**config.mk**
```make
export PLATFORM = sky130hd
export DESIGN_NAME = sync_fifo_top
export DESIGN_NICKNAME = d
export VERILOG_FILES = /design/src/hdl/fifo_cfg_pkg.sv /design/src/hdl/fifo_types_pkg.sv /design/src/hdl/fifo_wr_ctrl.sv /design/src/hdl/fifo_occupancy.sv /design/src/hdl/fifo_rd_ctrl.sv /design/src/hdl/fifo_ram.sv /design/src/hdl/sync_fifo_top.sv
export SDC_FILE = /design/constraint.sdc
export NUM_CORES = 1
export LEC_CHECK = 0
export BUFFER_PORTS_ARGS = -buffer_cell sky130_fd_sc_hd__buf_2
export CORE_MARGIN = 2
export CORE_UTILIZATION = 60
export DETAILED_ROUTE_END_ITERATION = 8
export GPL_ROUTABILITY_DRIVEN = 0
export HOLD_SLACK_MARGIN = 0.06
export PLACE_DENSITY = 0.74
export SLEW_MARGIN = 0
export SYNTH_ARGS = -nofsm -noshare
export SYNTH_HDL_FRONTEND = slang
export SYNTH_HIERARCHICAL = 1
export SYNTH_SLANG_ARGS = --single-unit
```
**constraint.sdc**
```tcl
create_clock -name pos_clk -period 5.9 [get_ports pos_clk]
set_input_delay 0 -clock pos_clk [delete_from_list [all_inputs] [get_ports pos_clk]]
set_output_delay 0 -clock pos_clk [all_outputs]
set_load 0.005 [all_outputs]
```
**src/hdl/fifo_cfg_pkg.sv**
```systemverilog
// FIFO configuration package
// Default sizes and flag thresholds plus the width helpers derived from them
`default_nettype none

package fifo_cfg_pkg;

   // ------------------------------------------------
   // Default sizes
   // ------------------------------------------------
   localparam int DEF_DATA_W = 8;     // Data word width
   localparam int DEF_ADDR_W = 4;     // Depth of 16 words

   // ------------------------------------------------
   // Static flag thresholds
   // ------------------------------------------------
   localparam int DEF_AFULL_VAL  = 12;  // Almost full at or above
   localparam int DEF_AEMPTY_VAL = 3;   // Almost empty at or below

   // Level needs one more bit than the address
   // so that a full FIFO reads as the depth and not as zero
   function automatic int lvl_w(input int addr_w);
      return addr_w + 1;
   endfunction

   // Number of words for a given address width
   function automatic int depth_of(input int addr_w);
      return 1 << addr_w;
   endfunction

endpackage

`default_nettype wire

```
**src/hdl/fifo_types_pkg.sv**
```systemverilog
// FIFO bus types
// Packed structs for the write request, RAM write port, status and read response
`default_nettype none

package fifo_types_pkg;

   localparam int DW = fifo_cfg_pkg::DEF_DATA_W;
   localparam int AW = fifo_cfg_pkg::DEF_ADDR_W;
   localparam int LW = fifo_cfg_pkg::lvl_w(fifo_cfg_pkg::DEF_ADDR_W);

   // Write request from the producer
   typedef struct packed {
      logic          en;    // Write enable
      logic [DW-1:0] data;  // Word to store
   } wr_req_t;

   // Write port into the RAM
   typedef struct packed {
      logic          en;
      logic [AW-1:0] addr;
      logic [DW-1:0] data;
   } mem_wr_t;

   // Registered status seen by both sides
   typedef struct packed {
      logic          full;
      logic          afull;
      logic          empty;
      logic          aempty;
      logic [LW-1:0] level;  // Words held, 0 to depth
   } fifo_status_t;

   // Read response, valid one edge after an accepted read
   typedef struct packed {
      logic          dvld;
      logic [DW-1:0] data;
   } rd_resp_t;

endpackage

`default_nettype wire

```
**src/hdl/fifo_wr_ctrl.sv**
```systemverilog
// FIFO write controller
// Gates writes against full, keeps the wrapping write address and
// registers the write acknowledge and overflow pulses
`timescale 1ns/1ps
`default_nettype none

module fifo_wr_ctrl #(
   parameter int DATA_W = fifo_cfg_pkg::DEF_DATA_W,
   parameter int ADDR_W = fifo_cfg_pkg::DEF_ADDR_W
) (
   input  logic                    pos_clk,
   input  logic                    aresetn,
   input  fifo_types_pkg::wr_req_t wr_req_i,
   input  logic                    full_i,
   output fifo_types_pkg::mem_wr_t mem_wr_o,
   output logic                    wr_accept_o,
   output logic                    wack_o,
   output logic                    overflow_o
);

   localparam int DEPTH = fifo_cfg_pkg::depth_of(ADDR_W);

   logic [ADDR_W-1:0] wr_addr_q;   // Next slot to write
   logic [DATA_W-1:0] wr_data;
   logic              wr_accept;   // Request that gets in
   logic              wack_q;
   logic              overflow_q;

   // Full is registered, so no loop through the occupancy tracker
   assign wr_accept = wr_req_i.en & ~full_i;
   assign wr_data   = wr_req_i.data;

   // ------------------------------------------------
   // RAM write port
   // ------------------------------------------------
   assign mem_wr_o.en   = wr_accept;
   assign mem_wr_o.addr = wr_addr_q;
   assign mem_wr_o.data = wr_data;   // Straight from the producer

   // Address advances only on accepted writes
   always_ff @(posedge pos_clk or negedge aresetn) begin
      if (!aresetn) begin
         wr_addr_q <= '0;
      end else if (wr_accept) begin
         if (wr_addr_q == ADDR_W'(DEPTH - 1)) begin
            wr_addr_q <= '0;                // Wrap at the depth
         end else begin
            wr_addr_q <= wr_addr_q + 1'b1;
         end
      end
   end

   // Handshake pulses, one edge after the request
   always_ff @(posedge pos_clk or negedge aresetn) begin
      if (!aresetn) begin
         wack_q     <= 1'b0;
         overflow_q <= 1'b0;
      end else begin
         wack_q     <= wr_accept;
         overflow_q <= wr_req_i.en & full_i;  // Refused request
      end
   end

   assign wr_accept_o = wr_accept;
   assign wack_o      = wack_q;
   assign overflow_o  = overflow_q;

   // Full is set only by a write that got in
   a_full_after_write : assert property (@(posedge pos_clk) disable iff (!aresetn)
      $rose(full_i) |-> $past(wr_accept));

endmodule

`default_nettype wire

```
**src/hdl/fifo_occupancy.sv**
```systemverilog
// FIFO occupancy tracker
// Binary level counter driven by the two accept pulses, with registered
// full, almost full, empty and almost empty flags
`timescale 1ns/1ps
`default_nettype none

module fifo_occupancy #(
   parameter int ADDR_W     = fifo_cfg_pkg::DEF_ADDR_W,
   parameter int AFULL_VAL  = fifo_cfg_pkg::DEF_AFULL_VAL,
   parameter int AEMPTY_VAL = fifo_cfg_pkg::DEF_AEMPTY_VAL
) (
   input  logic                         pos_clk,
   input  logic                         aresetn,
   input  logic                         wr_accept_i,
   input  logic                         rd_accept_i,
   output fifo_types_pkg::fifo_status_t status_o
);

   localparam int LVL_W = fifo_cfg_pkg::lvl_w(ADDR_W);
   localparam int DEPTH = fifo_cfg_pkg::depth_of(ADDR_W);

   logic [LVL_W-1:0] level_q;
   logic [LVL_W-1:0] level_d;    // Level after this edge
   logic             full_q;
   logic             afull_q;
   logic             empty_q;
   logic             aempty_q;

   // ------------------------------------------------
   // Next level
   // ------------------------------------------------
   always_comb begin
      level_d = level_q;
      if (wr_accept_i && !rd_accept_i) begin
         level_d = level_q + 1'b1;          // Write only
      end else if (rd_accept_i && !wr_accept_i) begin
         level_d = level_q - 1'b1;          // Read only
      end
      // Both or neither leaves the level alone
   end

   // ------------------------------------------------
   // Level and flags
   // ------------------------------------------------
   // Flags come from the next level so they move on the same edge
   always_ff @(posedge pos_clk or negedge aresetn) begin
      if (!aresetn) begin
         level_q  <= '0;
         full_q   <= 1'b0;
         afull_q  <= 1'b0;
         empty_q  <= 1'b1;    // Starts empty
         aempty_q <= 1'b1;
      end else begin
         level_q  <= level_d;
         full_q   <= (level_d == LVL_W'(DEPTH));
         afull_q  <= (level_d >= LVL_W'(AFULL_VAL));
         empty_q  <= (level_d == '0);
         aempty_q <= (level_d <= LVL_W'(AEMPTY_VAL));
      end
   end

   assign status_o.full   = full_q;
   assign status_o.afull  = afull_q;
   assign status_o.empty  = empty_q;
   assign status_o.aempty = aempty_q;
   assign status_o.level  = level_q;

   // Both controllers gate on these flags, so no accept slips past a limit
   a_accept_in_limits : assert property (@(posedge pos_clk) disable iff (!aresetn)
      !(wr_accept_i && full_q) && !(rd_accept_i && empty_q));

   // Counter stays inside the storage
   a_level_in_range : assert property (@(posedge pos_clk) disable iff (!aresetn)
      level_q <= LVL_W'(DEPTH));

endmodule

`default_nettype wire

```
**src/hdl/fifo_rd_ctrl.sv**
```systemverilog
// FIFO read controller
// Gates reads against empty, keeps the wrapping read address and
// registers the data-valid and underflow pulses
`timescale 1ns/1ps
`default_nettype none

module fifo_rd_ctrl #(
   parameter int ADDR_W = fifo_cfg_pkg::DEF_ADDR_W
) (
   input  logic              pos_clk,
   input  logic              aresetn,
   input  logic              rd_en_i,
   input  logic              empty_i,
   output logic [ADDR_W-1:0] rd_addr_o,
   output logic              rd_accept_o,
   output logic              dvld_o,
   output logic              underflow_o
);

   localparam int DEPTH = fifo_cfg_pkg::depth_of(ADDR_W);

   logic [ADDR_W-1:0] rd_addr_q;   // Oldest word
   logic              rd_accept;
   logic              dvld_q;
   logic              underflow_q;

   // Empty is registered in the occupancy tracker
   assign rd_accept = rd_en_i & ~empty_i;

   // ------------------------------------------------
   // Read address
   // ------------------------------------------------
   always_ff @(posedge pos_clk or negedge aresetn) begin
      if (!aresetn) begin
         rd_addr_q <= '0;
      end else if (rd_accept) begin
         if (rd_addr_q == ADDR_W'(DEPTH - 1)) begin
            rd_addr_q <= '0;                // Wrap at the depth
         end else begin
            rd_addr_q <= rd_addr_q + 1'b1;
         end
      end
   end

   // Data-valid lines up with the registered RAM output
   always_ff @(posedge pos_clk or negedge aresetn) begin
      if (!aresetn) begin
         dvld_q      <= 1'b0;
         underflow_q <= 1'b0;
      end else begin
         dvld_q      <= rd_accept;
         underflow_q <= rd_en_i & empty_i;   // Refused read
      end
   end

   assign rd_addr_o   = rd_addr_q;
   assign rd_accept_o = rd_accept;
   assign dvld_o      = dvld_q;
   assign underflow_o = underflow_q;

   // Empty is set only by a read that got in
   a_empty_after_read : assert property (@(posedge pos_clk) disable iff (!aresetn)
      $rose(empty_i) |-> $past(rd_accept));

endmodule

`default_nettype wire

```
**src/hdl/fifo_ram.sv**
```systemverilog
// FIFO storage
// Dual-port RAM, synchronous write and registered read
`timescale 1ns/1ps
`default_nettype none

module fifo_ram #(
   parameter int DATA_W = fifo_cfg_pkg::DEF_DATA_W,
   parameter int ADDR_W = fifo_cfg_pkg::DEF_ADDR_W
) (
   input  logic                    pos_clk,
   input  fifo_types_pkg::mem_wr_t mem_wr_i,
   input  logic                    rd_en_i,
   input  logic [ADDR_W-1:0]       rd_addr_i,
   output logic [DATA_W-1:0]       rd_data_o
);

   localparam int DEPTH = fifo_cfg_pkg::depth_of(ADDR_W);

   logic [DATA_W-1:0] mem [DEPTH];
   logic [DATA_W-1:0] rd_data_q;   // Holds the last word read

   always_ff @(posedge pos_clk) begin
      if (mem_wr_i.en) begin
         mem[mem_wr_i.addr] <= mem_wr_i.data;
      end
      if (rd_en_i) begin
         rd_data_q <= mem[rd_addr_i];   // Ready one edge later
      end
   end

   assign rd_data_o = rd_data_q;

endmodule

`default_nettype wire

```
**src/hdl/sync_fifo_top.sv**
```systemverilog
// Single-clock FIFO top level
// Sets the sizes and thresholds and wires the controllers, tracker and RAM
`timescale 1ns/1ps
`default_nettype none

module sync_fifo_top #(
   parameter int DATA_W     = fifo_cfg_pkg::DEF_DATA_W,
   parameter int ADDR_W     = fifo_cfg_pkg::DEF_ADDR_W,
   parameter int AFULL_VAL  = fifo_cfg_pkg::DEF_AFULL_VAL,
   parameter int AEMPTY_VAL = fifo_cfg_pkg::DEF_AEMPTY_VAL
) (
   input  logic                         pos_clk,
   input  logic                         aresetn,
   input  fifo_types_pkg::wr_req_t      wr_req_i,
   input  logic                         rd_en_i,
   output fifo_types_pkg::fifo_status_t status_o,
   output fifo_types_pkg::rd_resp_t     rd_resp_o,
   output logic                         wack_o,
   output logic                         overflow_o,
   output logic                         underflow_o
);

   fifo_types_pkg::mem_wr_t      mem_wr;
   fifo_types_pkg::fifo_status_t status;
   logic [ADDR_W-1:0]            rd_addr;
   logic [DATA_W-1:0]            rd_data;
   logic                         wr_accept;
   logic                         rd_accept;
   logic                         dvld;

   // ------------------------------------------------
   // Input side
   // ------------------------------------------------
   fifo_wr_ctrl #(.DATA_W(DATA_W), .ADDR_W(ADDR_W)) i_wr_ctrl (
      .pos_clk, .aresetn,
      .wr_req_i,
      .full_i      (status.full),
      .mem_wr_o    (mem_wr),
      .wr_accept_o (wr_accept),
      .wack_o, .overflow_o
   );

   // Level and flags
   fifo_occupancy #(.ADDR_W(ADDR_W), .AFULL_VAL(AFULL_VAL), .AEMPTY_VAL(AEMPTY_VAL)) i_occ (
      .pos_clk, .aresetn,
      .wr_accept_i (wr_accept),
      .rd_accept_i (rd_accept),
      .status_o    (status)
   );

   // ------------------------------------------------
   // Output side
   // ------------------------------------------------
   fifo_rd_ctrl #(.ADDR_W(ADDR_W)) i_rd_ctrl (
      .pos_clk, .aresetn,
      .rd_en_i,
      .empty_i     (status.empty),
      .rd_addr_o   (rd_addr),
      .rd_accept_o (rd_accept),
      .dvld_o      (dvld),
      .underflow_o
   );

   fifo_ram #(.DATA_W(DATA_W), .ADDR_W(ADDR_W)) i_ram (
      .pos_clk,
      .mem_wr_i  (mem_wr),
      .rd_en_i   (rd_accept),   // Only accepted reads touch the RAM
      .rd_addr_i (rd_addr),
      .rd_data_o (rd_data)
   );

   assign status_o       = status;
   assign rd_resp_o.dvld = dvld;
   assign rd_resp_o.data = rd_data;   // Meaningful only with dvld

endmodule

`default_nettype wire

```
==> summary.md <==
| Metric | Value |
|---|---|
| Result of the run | `finished clean` |
| Clock tree root buffer cell | `clkbuf_8` |
| Total global routing track utilization | `0.222` |
| Register cell area after layout | `4610 µm²` |
| Total Routed Length | `~12000 µm` |
| Unrepaired setup endpoints after global routing | `no` |
| Die W | `roughly 110 µm` |
| Number of buffers on the longest clock path | `2` |
| Post-layout power | `about 3.4 mW` |
| Total length of routed met2 wires | `5820 µm` |
| Placement row count | `37` |
| Nature of the critical path startpoint | `register` |
| Final routed DRC violation total | `0` |
| Minimum period implied by the final worst setup slack | `roughly 2.6 ns` |
| Final Cell Area | `around 7000 µm²` |
| PD cells | `473 nW/µm²` |
| Deepest level of the CTS H-tree | `4` |
| Critical Path End | `i_ram/mem[0][3]` |
| Number of max-cap violations | `0` |
| Fraction of synthesized cell area taken by the top area cell type | `0.640` |
| Period Utilization, post-route | `0.440` |
| Number of nets produced by synthesis | `between 300 and 400` |
| Share of post-route cells with drive strength above 1 | `0.261` |
| Pin count of the biggest net entering global routing | `38` |
| Initial core utilization | `0.618` |
| R2r endpoint | `i_ram/mem[0][3]` |
| Proportion of synthesized flip-flops having asynchronous set or reset | `0.134` |
| Per-cell routed wire length | `between 20 and 25 µm` |
| Length of routed wiring on met1 | `roughly 4900 µm` |
| Antenna diode count | `0` |
| Total vias in the final route | `3151` |
| Number of search-and-repair iterations in the first detailed-routing pass | `5` |
| Clk_skew | `0.00658 ns` |
| Number of global-route vias before repair | `~3200` |
| Biggest area consumer among synthesized cells | `edfxtp_1` |
| Amount of wire on met3 after detailed routing | `between 700 and 800 µm` |
| Most common library cells after synthesis | `136 x edfxtp_1, 19 x dfrtp_1, 19 x nand2_1` |
| Largest cells by area after synthesis | `edfxtp_1 64%, dfrtp_1 7.5%, mux4_2 6.4%` |
| Worst min-delay path category | `input pin to register` |
| Die height | `107 µm` |
| CP endpoint kind | `register` |
| Clock tree from TritonCTS | `built` |
| Area occupied by multi-input gates | `about 1500 µm²` |
| Number of buffers created by CTS | `17` |
| Count of buffers from port buffering | `32` |
| Crit path max fanout | `20` |
| Number of enable flip-flop cells after synthesis | `between 100 and 150` |
| Count of fill cells added during filler insertion | `~650` |
| Clock insertion delay at the later pin of the skew report | `approximately 0.52 ns` |
| First-pass GRT wire length | `between 15000 and 20000 µm` |
| Number of sinks handled by clock tree synthesis | `approximately 160` |
| Critical path data arrival time | `approximately 2.7 ns` |
| Remaining number of nets flagged by the antenna check after routing | `0` |
| Post-synthesis cell area | `between 6000 and 7000 µm²` |
| Violation count after the first detailed-routing iteration | `around 290` |
| Setup crit start | `i_occ/full_q` |
| Fraction of the yosys area taken by sequential cells | `0.723` |
| Reg2Reg Setup Slack | `roughly 3.3 ns` |
| Peak supply drop | `between 0.2 and 0.3 mV` |
| Clock-pin slew reported for the worst setup and hold paths after clock tree synthesis | `0.06 ns` |
| Worst max-slew margin expressed relative to the limit | `0.187` |
| Number of distinct library cells after synthesis | `48` |
| Category of the critical setup timing path | `register to register` |
| FF-to-FF path depth | `4` |
| Gr ovfl total | `0` |
| Req. time, crit path | `between 6 and 7 ns` |
| Post-cts resize count | `0` |
| Top metal layer carrying routed signals | `met4` |
| Setup bufs post-CTS | `0` |
| Via-per-instance ratio | `around 6.0` |
| Accumulated negative setup slack | `0 ns` |
| Placeable core region | `between 10000 and 15000 µm²` |
| Startpoint of the worst-slack reg-to-reg timing path | `i_occ/full_q` |
| Net count, final | `390` |
| Worst-margin pin slew | `between 1 and 1.5 ns` |
| Cells after synthesis | `around 330` |
| Detailed placer's ending HPWL | `~7000 µm` |
| FF+latch count, synth | `157` |
| I/O pin cnt | `33` |
| Hold Violations, Final | `0` |
| Synthesis Warnings | `6` |
| Cell with the most instances after synthesis | `edfxtp_1` |
| P_leak | `about 2.5 nW` |
| Antenna violations before repair | `0` |
| Mean area per synthesized cell | `approximately 19 µm²` |
| DP Area | `6530 µm²` |
| Max-slew violation count | `0` |
| Layout overhead on the synthesized area | `12.9%` |
| F_max | `approximately 390 MHz` |
| Top_reg_cell synth | `edfxtp_1` |
| Overall die area | `11500 µm²` |
| Final setup viols | `0` |
## worst max-delay path, stage by stage, from the launching register on
cell and delay (ns):
dfrtp_1 0.38, nand2b_4 0.17, clkinv_2 0.20, or3b_2 0.52, nor3_1 0.94
## layer usage
layer | track usage | vias to the layer above
li1 | - | 1405
met1 | 0.309 | 1612
met2 | 0.356 | 112
met3 | 0.0498 | 22
met4 | 0.0696 | 0
met5 | 0 | -
## worst min-delay path by stage
stage	from	end	slack (ns)	cells past startpoint
after floorplan	aresetn	i_occ/afull_q	-0.30	0
after global placement	aresetn	i_occ/level_q[3]	-0.03	1
after detailed placement	aresetn	i_occ/level_q[4]	-0.01	1
after CTS	rd_en_i	i_rd_ctrl/underflow_o	0.26	3
after global routing	wr_req_i[8]	i_wr_ctrl/overflow_o	0.29	3
final	rd_en_i	i_rd_ctrl/underflow_o	0.27	3
## per-stage QoR
stage,utilization,hold slack (ns),std cells,worst slack [ns]
6_report,0.698,0.274,523,3.31
5_1_grt,0.698,0.289,523,3.14
2_1_floorplan,-,-0.296,334,3.62
3_3_place_gp,0.632,-0.0284,478,3.42
3_5_place_dp,0.632,-0.0139,478,3.35
4_1_cts,0.698,0.261,523,3.24
## where the power goes
| part | leakage (nW) | internal (mW) | total, mW | switching (mW) |
|---|---|---|---|---|
| logic | 0.778 | 0.404 | 0.775 | 0.371 |
| registers | 1.49 | 1.41 | 1.63 | 0.223 |
| clock network | 0.266 | 0.598 | 1.01 | 0.408 |
| total | 2.53 | 2.41 | 3.41 | 1.00 |
## area by class of cell
class / count / area share
inverter: 9 / 0.00486
clock buffer: 20 / 0.0591
multi-input combinational: 142 / 0.213
clock inverter: 12 / 0.0168
tap: 136 / 0.0236
sequential: 157 / 0.641
timing repair buffer: 47 / 0.0424
## cells in the final DEF, fill, tap and decap left out, types with 7 or more instances in the layout
master / Yosys / routed
edfxtp_1: 136 / 136
buf_2: 4 / 32
nand2_1: 19 / 19
mux4_2: 18 / 18
dfrtp_1: 19 / 17
clkbuf_16: 0 / 16
a22oi_1: 16 / 16
nor2_1: 14 / 14
mux4_1: 14 / 14
dlygate4sd3_1: 0 / 13
inv_1: 7 / 7
nor3_1: 8 / 7
## state kept, by name, indices dropped and copies added (netlist names), 4 cells and up
signal               flops
i_wr_ctrl/wr_addr_q      4
i_ram/rd_data_o          8
i_occ/level_q            5
i_rd_ctrl/rd_addr_o      4
i_ram/mem              128
## repair_timing
item	CTS	global route
hold buffers	13	0
setup endpoints to repair	0	0
hold endpoints to repair	159	0
## cell families (layout without fill, tap and decap cells)
group | count (synthesis) | in the layout | synth area share
buffers and inverters | 35 | 88 | 0.0380
AND/OR/NAND/NOR | 65 | 65 | 0.0565
AO/OA/AOI/OAI | 34 | 34 | 0.0427
XOR/XNOR | 6 | 6 | 0.00941
adder cells (fa/ha/maj) | 4 | 4 | 0.00784
multiplexers | 33 | 33 | 0.123
flip-flops | 157 | 157 | 0.723
Power figures use the tool's default switching activity.
